`src/mdecTablePkg.sv`:
```
`default_nettype none

package mdecTablePkg;

	// Parameter counter, counts 16-bit halves
	typedef logic [16:0] halfCountT;

	typedef logic [15:0] halfWordT;		// One stream half-word

	// Cosine table write port
	typedef logic [4:0]  cosIndexT;
	typedef logic [25:0] cosValueT;		// Two 13-bit coefficients

	// Quantization table write port
	typedef logic [3:0]  quantAdrT;
	typedef logic [27:0] quantValueT;	// Four 7-bit factors

	// Table sizes in 32-bit words
	localparam int COS_WORDS   = 32;
	localparam int QUANT_WORDS = 16;	// Per table, luma or chroma

endpackage

`default_nettype wire

```
`src/mdecRegPkg.sv`:
```
`default_nettype none

package mdecRegPkg;

	typedef logic [31:0] regWordT;		// One CPU bus word
	typedef logic [2:0]  cmdCodeT;		// Command field from bits 31..29
	typedef logic [1:0]  pixFormatT;	// 0=4bit 1=8bit 2=24bit 3=15bit

	// Known command codes
	localparam cmdCodeT CMD_STREAM = 3'd1;
	localparam cmdCodeT CMD_QUANT  = 3'd2;
	localparam cmdCodeT CMD_COSTBL = 3'd3;

	typedef enum logic [2:0] {
		WAIT_COMMAND,
		LOAD_STREAM_LO,		// Next pop takes the low half
		LOAD_STREAM_HI,		// Next pop takes the high half and retires the word
		LOAD_COS,
		LOAD_LUMA,
		LOAD_CHROMA
	} cmdStateT;

	// Status register (reg 1 read)
	localparam int STAT_FULL_BIT  = 30;
	localparam int STAT_BUSY_BIT  = 29;
	localparam int STAT_DMA0_BIT  = 28;

	// Control register (reg 1 write)
	localparam int CTRL_RESET_BIT = 31;
	localparam int CTRL_DMA0_BIT  = 30;

endpackage

`default_nettype wire
```
`src/mdecFrontEnd.sv`:
```
`timescale 1ns/1ps
`default_nettype none

module mdecFrontEnd #(
	parameter int FIFO_DEPTH_LOG2 = 4
) (
	input  wire                      i_clk,
	input  wire                      i_resetChip,
	input  wire                      i_cs,
	input  wire                      i_regSelect,	// 0 data port, 1 control/status
	input  wire                      i_write,
	input  wire                      i_read,
	input  wire mdecRegPkg::regWordT i_valueIn,
	input  wire                      i_dma0Ack,
	input  wire                      i_streamReady,
	output mdecRegPkg::regWordT      o_valueOut,
	output logic                     o_dma0Req,
	output logic                     o_streamValid,
	output mdecTablePkg::halfWordT   o_streamData,
	output logic                     o_cosWrite,
	output mdecTablePkg::cosIndexT   o_cosIndex,
	output mdecTablePkg::cosValueT   o_cosValue,
	output logic                     o_quantWrite,
	output mdecTablePkg::quantAdrT   o_quantAdr,
	output mdecTablePkg::quantValueT o_quantValue,
	output logic                     o_quantLuma
);
	import mdecRegPkg::*;

	logic        reg0Write;
	logic        reg1Write;
	logic        readReg1;
	logic        softReset;
	logic        resetChip;
	cmdCodeT     cmdCode;
	logic        cntLoad;
	logic        decOne;
	logic        decTwo;
	logic        popLo;
	logic        popHi;
	logic        cosWr;
	logic        quantWr;
	logic        lumaSel;
	logic        streamStart;
	logic        idle;
	logic        lastHalf;
	logic        groupDone;
	logic [15:0] wordsLeftM1;
	logic        fifoHasData;
	logic        fifoFull;
	logic        streamPush;

	// ------------------------------------------------
	// Bus strobes
	// ------------------------------------------------
	assign reg0Write = (i_cs && i_write && !i_regSelect) || i_dma0Ack;
	assign reg1Write = i_cs && i_write && i_regSelect;
	assign readReg1  = i_cs && i_read && i_regSelect;
	assign resetChip = i_resetChip || softReset;
	assign cmdCode   = i_valueIn[31:29];

	// Busy and not a table state means stream
	assign streamPush = reg0Write && !idle && !cosWr && !quantWr;

	mdecCmdFsm cmdFsm (
		.i_clk(i_clk), .i_resetChip(resetChip), .i_reg0Write(reg0Write),
		.i_cmdCode(cmdCode), .i_chromaFlag(i_valueIn[0]), .i_fifoHasData(fifoHasData),
		.i_streamReady(i_streamReady), .i_lastHalf(lastHalf), .i_groupDone(groupDone),
		.o_cntLoad(cntLoad), .o_decOne(decOne), .o_decTwo(decTwo),
		.o_popLo(popLo), .o_popHi(popHi), .o_cosWrite(cosWr), .o_quantWrite(quantWr),
		.o_lumaSel(lumaSel), .o_streamStart(streamStart), .o_idle(idle)
	);

	mdecParamCounter paramCounter (
		.i_clk(i_clk), .i_resetChip(resetChip), .i_load(cntLoad), .i_cmdWord(i_valueIn),
		.i_decOne(decOne), .i_decTwo(decTwo), .o_lastHalf(lastHalf),
		.o_groupDone(groupDone), .o_wordsLeftM1(wordsLeftM1)
	);

	mdecInFifo #(.FIFO_DEPTH_LOG2(FIFO_DEPTH_LOG2)) inFifo (
		.i_clk(i_clk), .i_resetChip(resetChip), .i_flush(streamStart), .i_push(streamPush),
		.i_wordIn(i_valueIn), .i_popLo(popLo), .i_popHi(popHi), .o_hasData(fifoHasData),
		.o_full(fifoFull), .o_streamValid(o_streamValid), .o_streamData(o_streamData)
	);

	// Next count rebuilt from the status field, always even during table loads
	mdecTableLoader tableLoader (
		.i_cosWrite(cosWr), .i_quantWrite(quantWr), .i_lumaSel(lumaSel),
		.i_wordIn(i_valueIn), .i_halfCount({wordsLeftM1, 1'b0}),
		.o_cosWrite(o_cosWrite), .o_cosIndex(o_cosIndex), .o_cosValue(o_cosValue),
		.o_quantWrite(o_quantWrite), .o_quantAdr(o_quantAdr), .o_quantValue(o_quantValue),
		.o_quantLuma(o_quantLuma)
	);

	mdecRegBank regBank (
		.i_clk(i_clk), .i_resetChip(resetChip), .i_reg0Write(reg0Write),
		.i_reg1Write(reg1Write), .i_cmdWord(i_valueIn), .i_idle(idle),
		.i_fifoFull(fifoFull), .i_dma0Ack(i_dma0Ack), .i_wordsLeftM1(wordsLeftM1),
		.i_regSelect(readReg1), .o_softReset(softReset), .o_dma0Req(o_dma0Req),
		.o_valueOut(o_valueOut)
	);

endmodule

`default_nettype wire

```
`src/mdecRegBank.sv`:
```
`timescale 1ns/1ps
`default_nettype none

module mdecRegBank (
	input  wire                      i_clk,
	input  wire                      i_resetChip,
	input  wire                      i_reg0Write,
	input  wire                      i_reg1Write,
	input  wire mdecRegPkg::regWordT i_cmdWord,		// Bus data in
	input  wire                      i_idle,
	input  wire                      i_fifoFull,
	input  wire                      i_dma0Ack,
	input  wire [15:0]               i_wordsLeftM1,
	input  wire                      i_regSelect,	// Status read strobe
	output logic                     o_softReset,
	output logic                     o_dma0Req,
	output mdecRegPkg::regWordT      o_valueOut
);
	import mdecRegPkg::*;

	pixFormatT pixFormat;
	logic      pixSigned;
	logic      pixSetMask;	// Bit 15 forced in 15-bit mode
	logic      dma0Enable;
	logic      pRegSelect;
	regWordT   statusWord;

	assign o_softReset = i_reg1Write && i_cmdWord[CTRL_RESET_BIT];

	// No request while idle, full, or a word is being taken
	assign o_dma0Req = !i_idle && dma0Enable && !i_fifoFull && !i_dma0Ack;

	always_ff @(posedge i_clk) begin
		if (i_resetChip) begin
			pixFormat  <= '0;
			pixSigned  <= 1'b0;
			pixSetMask <= 1'b0;
			dma0Enable <= 1'b0;
			pRegSelect <= 1'b0;
		end else begin
			pRegSelect <= i_regSelect;
			if (i_reg0Write && i_idle) begin	// Any new command, even unknown
				pixFormat  <= i_cmdWord[28:27];
				pixSigned  <= i_cmdWord[26];
				pixSetMask <= i_cmdWord[25];
			end
			if (i_reg1Write) dma0Enable <= i_cmdWord[CTRL_DMA0_BIT];
		end
	end

	// ------------------------------------------------
	// Status word
	// ------------------------------------------------
	always_comb begin
		statusWord                = '0;		// Output side bits stay zero
		statusWord[STAT_FULL_BIT] = i_fifoFull;
		statusWord[STAT_BUSY_BIT] = !i_idle;
		statusWord[STAT_DMA0_BIT] = o_dma0Req;
		statusWord[26:25]         = pixFormat;
		statusWord[24]            = pixSigned;
		statusWord[23]            = pixSetMask;
		statusWord[15:0]          = i_wordsLeftM1;
	end

	assign o_valueOut = pRegSelect ? statusWord : '0;	// Data port reads zero

endmodule

`default_nettype wire

```
`src/mdecTableLoader.sv`:
```
`timescale 1ns/1ps
`default_nettype none

module mdecTableLoader (
	input  wire                          i_cosWrite,
	input  wire                          i_quantWrite,
	input  wire                          i_lumaSel,
	input  wire mdecRegPkg::regWordT     i_wordIn,
	input  wire mdecTablePkg::halfCountT i_halfCount,	// Count after this write
	output logic                         o_cosWrite,
	output mdecTablePkg::cosIndexT       o_cosIndex,
	output mdecTablePkg::cosValueT       o_cosValue,
	output logic                         o_quantWrite,
	output mdecTablePkg::quantAdrT       o_quantAdr,
	output mdecTablePkg::quantValueT     o_quantValue,
	output logic                         o_quantLuma
);

	// ------------------------------------------------
	// Cosine table
	// ------------------------------------------------
	assign o_cosWrite = i_cosWrite;
	assign o_cosIndex = ~i_halfCount[5:1];		// Count 31..0 gives index 0..31

	// Two signed 13-bit values, low 3 bits of each half dropped
	assign o_cosValue = {i_wordIn[31:19], i_wordIn[15:3]};

	// ------------------------------------------------
	// Quantization table
	// ------------------------------------------------
	assign o_quantWrite = i_quantWrite;
	assign o_quantAdr   = ~i_halfCount[4:1];	// Wraps to 0 for the chroma group
	assign o_quantLuma  = i_lumaSel;			// 1 luma, 0 chroma

	// Top bit of each byte is ignored
	assign o_quantValue = {
		i_wordIn[30:24],
		i_wordIn[22:16],
		i_wordIn[14:8],
		i_wordIn[6:0]
	};

endmodule

`default_nettype wire

```
`src/mdecInFifo.sv`:
```
`timescale 1ns/1ps
`default_nettype none

module mdecInFifo #(
	parameter int FIFO_DEPTH_LOG2 = 4
) (
	input  wire                      i_clk,
	input  wire                      i_resetChip,
	input  wire                      i_flush,		// New stream command
	input  wire                      i_push,
	input  wire mdecRegPkg::regWordT i_wordIn,
	input  wire                      i_popLo,
	input  wire                      i_popHi,
	output logic                     o_hasData,
	output logic                     o_full,
	output logic                     o_streamValid,
	output mdecTablePkg::halfWordT   o_streamData
);
	import mdecRegPkg::*;
	import mdecTablePkg::*;

	localparam int DEPTH = 1 << FIFO_DEPTH_LOG2;

	regWordT                  mem [0:DEPTH-1];
	logic [FIFO_DEPTH_LOG2:0] wrPtr;		// Extra bit tells full from empty
	logic [FIFO_DEPTH_LOG2:0] rdPtr;
	regWordT                  headWord;
	logic                     pushOk;
	halfWordT                 popHalf;

	assign o_hasData = (wrPtr != rdPtr);
	assign o_full    = (wrPtr[FIFO_DEPTH_LOG2] != rdPtr[FIFO_DEPTH_LOG2])
	                   && (wrPtr[FIFO_DEPTH_LOG2-1:0] == rdPtr[FIFO_DEPTH_LOG2-1:0]);
	assign pushOk    = i_push && !o_full;	// Dropped when full
	assign headWord  = mem[rdPtr[FIFO_DEPTH_LOG2-1:0]];
	assign popHalf   = i_popLo ? headWord[15:0] : headWord[31:16];

	always_ff @(posedge i_clk) begin
		if (pushOk) mem[wrPtr[FIFO_DEPTH_LOG2-1:0]] <= i_wordIn;
		if (i_popLo || i_popHi) o_streamData <= popHalf;
	end

	always_ff @(posedge i_clk) begin
		if (i_resetChip || i_flush) begin
			wrPtr         <= '0;
			rdPtr         <= '0;
			o_streamValid <= 1'b0;
		end else begin
			o_streamValid <= i_popLo || i_popHi;
			if (pushOk) wrPtr <= wrPtr + 1'b1;
			if (i_popHi && o_hasData) rdPtr <= rdPtr + 1'b1;	// Word retired after high half
		end
	end

	assert property (@(posedge i_clk) disable iff (i_resetChip) !(i_push && o_full))
		else $error("stream word written to full FIFO");

endmodule

`default_nettype wire

```
`src/mdecParamCounter.sv`:
```
`timescale 1ns/1ps
`default_nettype none

module mdecParamCounter (
	input  wire                      i_clk,
	input  wire                      i_resetChip,
	input  wire                      i_load,
	input  wire mdecRegPkg::regWordT i_cmdWord,
	input  wire                      i_decOne,	// Stream pop
	input  wire                      i_decTwo,	// Table word write
	output logic                     o_lastHalf,
	output logic                     o_groupDone,
	output logic [15:0]              o_wordsLeftM1
);
	import mdecRegPkg::*;
	import mdecTablePkg::*;

	halfCountT halfCount;
	halfCountT nextCount;
	cmdCodeT   loadCmd;

	assign loadCmd = i_cmdWord[31:29];

	// Minus one or two, also seen when holding
	assign nextCount = halfCount - (i_decTwo ? halfCountT'(2) : halfCountT'(1));

	assign o_lastHalf    = (nextCount == '0);
	assign o_groupDone   = (nextCount[4:1] == 4'd0);	// Every 16 words of quant
	assign o_wordsLeftM1 = nextCount[16:1];				// FFFF once the count is zero

	always_ff @(posedge i_clk) begin
		if (i_resetChip) begin
			halfCount <= '0;
		end else if (i_load) begin
			case (loadCmd)
				CMD_QUANT: begin
					// Luma only or luma plus chroma
					halfCount <= i_cmdWord[0] ? halfCountT'(QUANT_WORDS * 4)
					                          : halfCountT'(QUANT_WORDS * 2);
				end
				CMD_COSTBL: halfCount <= halfCountT'(COS_WORDS * 2);
				default:    halfCount <= {i_cmdWord[15:0], 1'b0};	// Stream words to halves
			endcase
		end else if (i_decOne || i_decTwo) begin
			halfCount <= nextCount;
		end
	end

	assert property (@(posedge i_clk) disable iff (i_resetChip) !(i_decOne && i_decTwo))
		else $error("stream pop and table write in the same cycle");

endmodule

`default_nettype wire

```
`src/mdecCmdFsm.sv`:
```
`timescale 1ns/1ps
`default_nettype none

module mdecCmdFsm (
	input  wire                 i_clk,
	input  wire                 i_resetChip,
	input  wire                 i_reg0Write,
	input  wire mdecRegPkg::cmdCodeT i_cmdCode,
	input  wire                 i_chromaFlag,	// Bit 0 of the quant command
	input  wire                 i_fifoHasData,
	input  wire                 i_streamReady,
	input  wire                 i_lastHalf,
	input  wire                 i_groupDone,
	output logic                o_cntLoad,
	output logic                o_decOne,
	output logic                o_decTwo,
	output logic                o_popLo,
	output logic                o_popHi,
	output logic                o_cosWrite,
	output logic                o_quantWrite,
	output logic                o_lumaSel,
	output logic                o_streamStart,
	output logic                o_idle
);
	import mdecRegPkg::*;

	cmdStateT state;
	cmdStateT nextState;
	logic     chromaReg;		// Quant command also loads chroma
	logic     knownCmd;
	logic     canPop;

	assign o_idle     = (state == WAIT_COMMAND);
	assign knownCmd   = (i_cmdCode == CMD_STREAM) || (i_cmdCode == CMD_QUANT)
	                    || (i_cmdCode == CMD_COSTBL);
	assign o_cntLoad  = o_idle && i_reg0Write && knownCmd;
	assign canPop     = i_fifoHasData && i_streamReady;	// Downstream holds when not ready

	// Table writes follow the bus strobe in the same cycle
	assign o_cosWrite   = i_reg0Write && (state == LOAD_COS);
	assign o_quantWrite = i_reg0Write && ((state == LOAD_LUMA) || (state == LOAD_CHROMA));
	assign o_lumaSel    = (state == LOAD_LUMA);
	assign o_decTwo     = o_cosWrite || o_quantWrite;	// One full word per table write

	assign o_popLo       = (state == LOAD_STREAM_LO) && canPop;
	assign o_popHi       = (state == LOAD_STREAM_HI) && canPop;
	assign o_decOne      = o_popLo || o_popHi;
	assign o_streamStart = o_cntLoad && (i_cmdCode == CMD_STREAM);	// Flushes the FIFO

	// ------------------------------------------------
	// Next state
	// ------------------------------------------------
	always_comb begin
		nextState = state;
		case (state)
			WAIT_COMMAND: begin
				if (o_cntLoad) begin
					case (i_cmdCode)
						CMD_STREAM: nextState = LOAD_STREAM_LO;
						CMD_QUANT:  nextState = LOAD_LUMA;
						default:    nextState = LOAD_COS;
					endcase
				end
			end
			LOAD_STREAM_LO: if (o_popLo) nextState = LOAD_STREAM_HI;
			LOAD_STREAM_HI: begin
				if (o_popHi) begin
					nextState = i_lastHalf ? WAIT_COMMAND : LOAD_STREAM_LO;
				end
			end
			LOAD_COS: if (o_cosWrite && i_lastHalf) nextState = WAIT_COMMAND;
			LOAD_LUMA: begin
				if (o_quantWrite && i_groupDone) begin
					nextState = chromaReg ? LOAD_CHROMA : WAIT_COMMAND;
				end
			end
			LOAD_CHROMA: if (o_quantWrite && i_groupDone) nextState = WAIT_COMMAND;
			default: nextState = WAIT_COMMAND;
		endcase
	end

	always_ff @(posedge i_clk) begin
		if (i_resetChip) begin
			state     <= WAIT_COMMAND;
			chromaReg <= 1'b0;
		end else begin
			state <= nextState;
			if (o_cntLoad) chromaReg <= i_chromaFlag;	// Kept for the whole command
		end
	end

	// Low pop leaves the word in place for the high pop
	assert property (@(posedge i_clk) disable iff (i_resetChip)
		o_popLo |=> i_fifoHasData)
		else $error("high half lost after low pop");

endmodule

`default_nettype wire

```
`config.mk`:
```
export PLATFORM = sky130hd
export DESIGN_NAME = mdecFrontEnd
export DESIGN_NICKNAME = d
export VERILOG_FILES = /design/src/mdecTablePkg.sv /design/src/mdecRegPkg.sv /design/src/mdecFrontEnd.sv /design/src/mdecRegBank.sv /design/src/mdecTableLoader.sv /design/src/mdecInFifo.sv /design/src/mdecParamCounter.sv /design/src/mdecCmdFsm.sv
export SDC_FILE = /design/constraint.sdc
export NUM_CORES = 1
export LEC_CHECK = 0
export BUFFER_PORTS_ARGS = -buffer_cell sky130_fd_sc_hd__buf_2
export CAP_MARGIN = 40
export CORE_MARGIN = 2
export CORE_UTILIZATION = 35
export DETAILED_ROUTE_END_ITERATION = 6
export GPL_ROUTABILITY_DRIVEN = 0
export HOLD_SLACK_MARGIN = 0.15
export PLACE_DENSITY_LB_ADDON = 0.2
export SLEW_MARGIN = 25
export SYNTH_ARGS = -nofsm -noshare
export SYNTH_HDL_FRONTEND = slang
export SYNTH_SLANG_ARGS = --single-unit
```
`constraint.sdc`:
```
create_clock -name i_clk -period 11.1 [get_ports i_clk]
set_input_delay 0.555 -clock i_clk [delete_from_list [all_inputs] [get_ports i_clk]]
set_output_delay 0.555 -clock i_clk [all_outputs]
set_load 0.03 [all_outputs]
```
=== Word-level counts from Yosys, hierarchy flattened ===
Memories as Yosys holds them, arrays and structs flattened. A register that Yosys moved wholly into a read port is not among the register bits.
Cells that the tools add are included.

* Memory bits (writable): 512
* Bits of input ports: 40
* Memories: 1
* Bits in registers: 54
* Output and inout port bits: 116

{| class="wikitable"
|+ Memories
! name !! depth !! width !! rd ports !! clocked after Yosys merged registers in !! write ports !! line !! RTL
|-
| inFifo.mem || 16 || 32 || 1 || 1 || 1 || mdecInFifo.sv:24 || <nowiki>regWordT mem [0:DEPTH-1];</nowiki>
|}

* Reductions and logical operators: 45
* Muxes and demuxes: 21
* Bitwise gates (word level): 2
* $add $sub $neg: 3
* Eq/ne operators: 17

{| class="wikitable"
|+ Operators with widths
! kind !! number
|-
| 2-to-1 mux 17 bit || 2
|-
| case mux 17 bit (2 select lines) || 1
|-
| 2-to-1 mux 31 bit || 1
|-
| logical AND 1 bit || 25
|-
| 2-to-1 mux 3 bit || 7
|-
| case mux 3 bit (6 select lines) || 1
|-
| zero test 17 bit || 1
|-
| subtractor 17 bit || 1
|-
| 2-to-1 mux 16 bit || 1
|-
| equality test 3 x 2 -> 1 bit (second input constant) || 4
|-
| adder 5 x 1 -> 5 bit (second input constant) || 2
|-
| logical OR 1 bit || 9
|-
| 2-to-1 mux 4 bit || 2
|-
| 2-to-1 mux 7 bit || 1
|-
| equality test 3 x 1 -> 1 bit (second input constant) || 2
|-
| equality test 3 bit (second input constant) || 2
|-
| zero test 1 bit || 6
|-
| != test 2 x 1 -> 1 bit (second input constant) || 3
|-
| != test 2 bit (second input constant) || 3
|-
| case mux 3 bit (2 select lines) || 1
|-
| AND reduction 6 bit || 1
|-
| != test 5 bit || 1
|-
| inverter 5 bit || 1
|-
| equality test 4 bit || 1
|-
| 7 further kinds || 9
|}

=== Longest topological paths before layout ===
* Depth in word-level cells: 11
* Gate-level depth with buffers: 13
* Gate-level depth less buffers: 13

=== Modules after synthesis ===
A second synthesis with hierarchy kept.

* Cells, all modules: 1,568
* Area total of the unflattened synthesis: 23,989.3 µm²

{| class="wikitable"
|+ Modules (own cells, without submodules)
! module !! cells an instance !! times used !! area an instance (µm²) !! sequential area each (µm²)
|-
| mdecInFifo || 1,195 || 1 || 21,187.8 || 16,155.5
|-
| mdecParamCounter || 190 || 1 || 1,406.3 || 340.3
|-
| mdecRegBank || 61 || 1 || 478.0 || 120.1
|-
| mdecTableLoader || 66 || 1 || 476.7 || 0.0
|-
| mdecCmdFsm || 48 || 1 || 362.8 || 80.1
|-
| mdecFrontEnd || 8 || 1 || 77.6 || 0.0
|}

=== Least setup slack after synthesis ===
No wires, ideal clock.

* Path kind: input to register
* Start: input i_write
* End: memory inFifo.mem[3][0] (netlist bit), enable pin
* Path buffers: 0
* Setup slack: 6.841 ns
* Arrival: 3.798 ns
* Library setup time: 0.461 ns
* Stages: 6
* Cell sequence: and3b_1 > nor2_4 > a21oi_4 > nor3_2 > nand2_1 > nor3_1

* Cells in the longest elaborated chain, start to end: 10
* Elaborated cells on any way between the ends: 13
* Classes of those cells: mux (2); reduce/logical (11)

{| class="wikitable"
|+ Ends and longest elaborated chain
! item !! line !! RTL
|-
| from (decl) || mdecFrontEnd.sv:11 || <nowiki>input wire i_write,</nowiki>
|-
| logical AND 1 bit * (2 in series) || mdecFrontEnd.sv:56 || <nowiki>assign reg0Write = (i_cs && i_write && !i_regSelect) || i_dma0Ack;</nowiki>
|-
| logical OR 1 bit * || mdecFrontEnd.sv:56 ||
|-
| logical AND 1 bit || mdecCmdFsm.sv:40 || <nowiki>assign o_cosWrite = i_reg0Write && (state == LOAD_COS);</nowiki>
|-
| zero test 1 bit || mdecFrontEnd.sv:63 || <nowiki>assign streamPush = reg0Write && !idle && !cosWr && !quantWr;</nowiki>
|-
| logical AND 1 bit || mdecFrontEnd.sv:63 ||
|-
| logical AND 1 bit * || mdecFrontEnd.sv:63 ||
|-
| logical AND 1 bit * || mdecInFifo.sv:34 || <nowiki>assign pushOk = i_push && !o_full;</nowiki>
|-
| 2-to-1 mux 1 bit * || mdecInFifo.sv:39 || <nowiki>if (pushOk) mem[wrPtr[FIFO_DEPTH_LOG2-1:0]] <= i_wordIn;</nowiki>
|-
| 2-to-1 mux 1 bit (not written as such) * || mdecInFifo.sv:39 ||
|-
| to (decl) || mdecInFifo.sv:24 ||
|}

Mark *: on every way between the ends. The rest lies on a longest branch, timed or not.

=== Worst setup path after layout ===
* Start: register cmdFsm.state[0]
* End: output o_valueOut[11]

* Cells in the longest elaborated chain, start to end: 7
* Elaborated cells on any way between the ends: 10
* Classes of those cells: add/sub (1); eq/ne (3); mux (2); reduce/logical (4)

{| class="wikitable"
|+ Ends and longest elaborated chain
! item !! line !! RTL
|-
| from (decl) || mdecCmdFsm.sv:27 || <nowiki>cmdStateT state;</nowiki>
|-
| from (signal assigned) || mdecCmdFsm.sv:87 || <nowiki>state <= nextState;</nowiki>
|-
| equality test 3 bit || mdecCmdFsm.sv:41 || <nowiki>assign o_quantWrite = i_reg0Write && ((state == LOAD_LUMA) || (state == LOAD_CHROMA));</nowiki>
|-
| logical OR 1 bit || mdecCmdFsm.sv:41 ||
|-
| logical AND 1 bit || mdecCmdFsm.sv:41 ||
|-
| logical OR 1 bit * || mdecCmdFsm.sv:43 || <nowiki>assign o_decTwo = o_cosWrite || o_quantWrite;</nowiki>
|-
| 2-to-1 mux 2 bit * || mdecParamCounter.sv:25 || <nowiki>assign nextCount = halfCount - (i_decTwo ? halfCountT'(2) : halfCountT'(1));</nowiki>
|-
| subtractor 17 bit * || mdecParamCounter.sv:25 ||
|-
| 2-to-1 mux 31 bit * || mdecRegBank.sv:65 || <nowiki>assign o_valueOut = pRegSelect ? statusWord : '0;</nowiki>
|-
| to (decl) || mdecFrontEnd.sv:16 || <nowiki>output mdecRegPkg::regWordT o_valueOut,</nowiki>
|}

Marked as above.

==> summary.txt <==
R2r startpoint: cmdFsm.state[0]
Pins Over Slew Limit: 0
Slew @ Worst Pin: 875.4 ps
Worst EP arrival: 3710 ps
Warnings, synthesis: 0
Via count: 11240
Share of layout cells above drive strength 1: 0.3596
Pwr per Cell Area: 187.6 nW/µm²
Post-CTS setup repair buffer count: 0
Cell with the biggest individual delay on the critical path: dfxtp_1
Most numerous cell in the Yosys netlist: edfxtp_1
Starting Density: 0.3528
Mux contribution to synthesized area: 0.1660
Final setup TNS: 0 ps
Synth Area in Compound Gates: 0.02351
Synth area leader: edfxtp_1
CTS clk-pin slew, worst paths: 60 ps
# resized after CTS: 0
Pin count of the biggest net entering global routing: 44
Total power: 4.992 mW
Synth Area per Inst: 19.82 µm²
Reg2reg path depth: 11
Seq cells post-synth: 570
CP peak stage delay: 640 ps
Distinct cell type count after synthesis: 65
DP Worst Slack: 7339 ps
Final WS setup: 6833 ps
Die area: 68220 µm²
Main synth FF type: edfxtp_1
Clk_skew: 28.48 ps
Vias in the first global route: 11770
Max-cap violations: 0
Reg2Reg Capture Point: cmdFsm.state[1]
Share of the synthesized area in the top cell type: 0.6848
DR iter-0 viols: 870
Adder-Cell Fraction of Synth Area: 0.003783
Hold Crit Start: i_read
Area Overhead vs Synth: 14.95%
Hold endpoint: regBank.pRegSelect
Simple-Gate Fraction of Synth Area: 0.04010
Synth async-reset ratio: 0
Ranking of synthesized cells by area: edfxtp_1 (68%), mux4_2 (16%), dfxtp_1 (3.6%), buf_4 (2.2%), nor2_1 (0.81%)
Post-synthesis sequential area ratio: 0.7211
Post-synth EDFFs: 528
Worst-path cell chain: nand3b_2 > a21oi_4 > inv_1 > xor2_1 > ha_1 > nor4_2 > nand2_1 > nor3_1 > xor2_1 > and2_1 > buf_2
RSZ-0062 raised after global routing: no
Routed len/inst: 24.31 µm
Final period util: 0.3844
Crit Path Category: reg -> out
Final setup fails: 0
Minimum clock period: 4267 ps
WP buf/inv: 2
IO Port Bufs: 146
Row count: 94
Cell family with most CP delay: simple AND/OR/NAND/NOR gates
Chip width: 261.2 µm
H-tree depth: 2
Critical Path Start Type: flip-flop
Cts bufs inserted: 58
Synth Area in XOR/XNOR: 0.01173
CP Capture Type: output pin
Rel. slew slack: 0.4164
Outcome: complete, no violations
Grt total ovfl: 0
CTS Hold Bufs: 0
Antenna cells: 0
Nets@finish: 1337
Clk Latency, worst-skew pair: 620 ps
Die height: 261.2 µm
CTS Buffer Depth: 3
Drt pass-1 iters: 5
Initial antenna violation count: 1
CTS tree: done
Detailed-route vias per instance: 5.112
DRC: 0
Post-Route WL: 53.46 mm
Clock root cell: clkbuf_16
Post-Syn Area: 23150 µm²
Most instantiated cells after synthesis: edfxtp_1 (528), mux4_2 (160), buf_4 (67)
Register-to-register setup slack: 7420 ps
IO Count: 156
CP required: 10550 ps
Worst Hold Depth: 3
Core ar.: 65630 µm²
Final ANT Viol Nets: 0
CP dominant cell by count: xor2_1
Pleak: 8.500 nW
Fmax: 0.2343 GHz
VDD IR-drop max: 0.0001113 V
Combinational family with the most area after synthesis: multiplexers
Critical path peak fanout: 13
First-pass GRT wire length: 78.65 mm
Mapped Cells: 1168
Gr usage total: 0.1579
Hold crit path type: in -> reg
# clock sinks: 570
Post-DP HPWL: 30.77 mm
Final hold vios: 0
worst min-delay path: stages:
cell and delay, ps:
buf_2 100, nand3_1 90, nor2_1 40
placed cells by master, fill, tap and decap left out, drive strengths merged, types with 4 or more instances in the layout:
master	count
clkinv	19
and2	9
nor3	16
ha	7
nor2b	16
buf	178
nand2b	6
bufinv	6
nor2	51
edfxtp	528
a21oi	31
nor4	8
nand2	26
xnor2	10
conb	9
nand4	5
a211oi	4
inv	10
or3	6
nand3b	4
xor2	21
mux2	16
dfxtp	42
o21ai	19
mux2i	6
clkbuf	74
clkinvlp	4
mux4	160
nand3	6
per-stage QoR:
step	hold slack (ps)	util	area, µm²	std cells
5_1_grt	222.6	0.4055	26610	2199
3_3_place_gp	465.1	0.3742	24550	2088
3_5_place_dp	467.8	0.3765	24710	2094
6_report	218.8	0.4055	26610	2199
4_1_cts	191.3	0.4055	26610	2199
2_1_floorplan	449.4	-	23180	1176
flip-flops by register name (all words and copies together), names as in the netlist, named ones only:
register,count
paramCounter.halfCount,17
inFifo.wrPtr,5
inFifo.rdPtr,5
cmdFsm.chromaReg,1
regBank.pixSetMask,1
inFifo.o_streamData,16
inFifo.o_streamValid,1
inFifo.mem,512
regBank.pixSigned,1
regBank.dma0Enable,1
cmdFsm.state,3
regBank.pRegSelect,1
regBank.pixFormat,2
cell families (layout without fill, tap and decap cells):
logic type	count (synthesis)	in the layout
buffers and inverters	132	291
XOR/XNOR	31	31
flip-flops	570	570
other	1	9
multiplexers	182	182
AND/OR/NAND/NOR	168	168
adder cells (fa/ha/maj)	7	7
AO/OA/AOI/OAI	77	77
power breakdown:
part	internal [mW]	switching (mW)	leakage, nW	total [mW]
Clock	1.14	0.805	0.921	1.95
Sequential	2.41	0.0442	5.10	2.46
Combinational	0.201	0.386	2.48	0.587
Total	3.76	1.24	8.50	4.99
how the worst max path moves through the flow:
| stage | start | endpoint | cells after the start |
|---|---|---|---|
| after global placement | i_write | inFifo.mem[12][10] | 8 |
| after CTS | cmdFsm.state[0] | o_valueOut[11] | 11 |
| after floorplan | i_write | inFifo.mem[3][0] | 6 |
| after detailed placement | i_regSelect | cmdFsm.state[1] | 13 |
| after global routing | cmdFsm.state[0] | o_valueOut[11] | 11 |
| final | cmdFsm.state[0] | o_valueOut[11] | 11 |
layout make-up:
cell class	count	area [µm²]
sequential	570	16700
inverter	8	30.03
clock buffer	74	1583
clock inverter	31	322.8
multi-input combinational	474	5816
timing repair buffer	178	1076
tap	864	1081
fill	5860	39010
layer usage:
metal	vias to the layer above	global-route usage	part of all wire
met5	-	0	0
met4	0	0.03425	0.015
met3	64	0.02371	0.045
met2	303	0.2661	0.50
met1	5964	0.2180	0.44
li1	4911	-	-
Power figures use the tool's default switching activity.
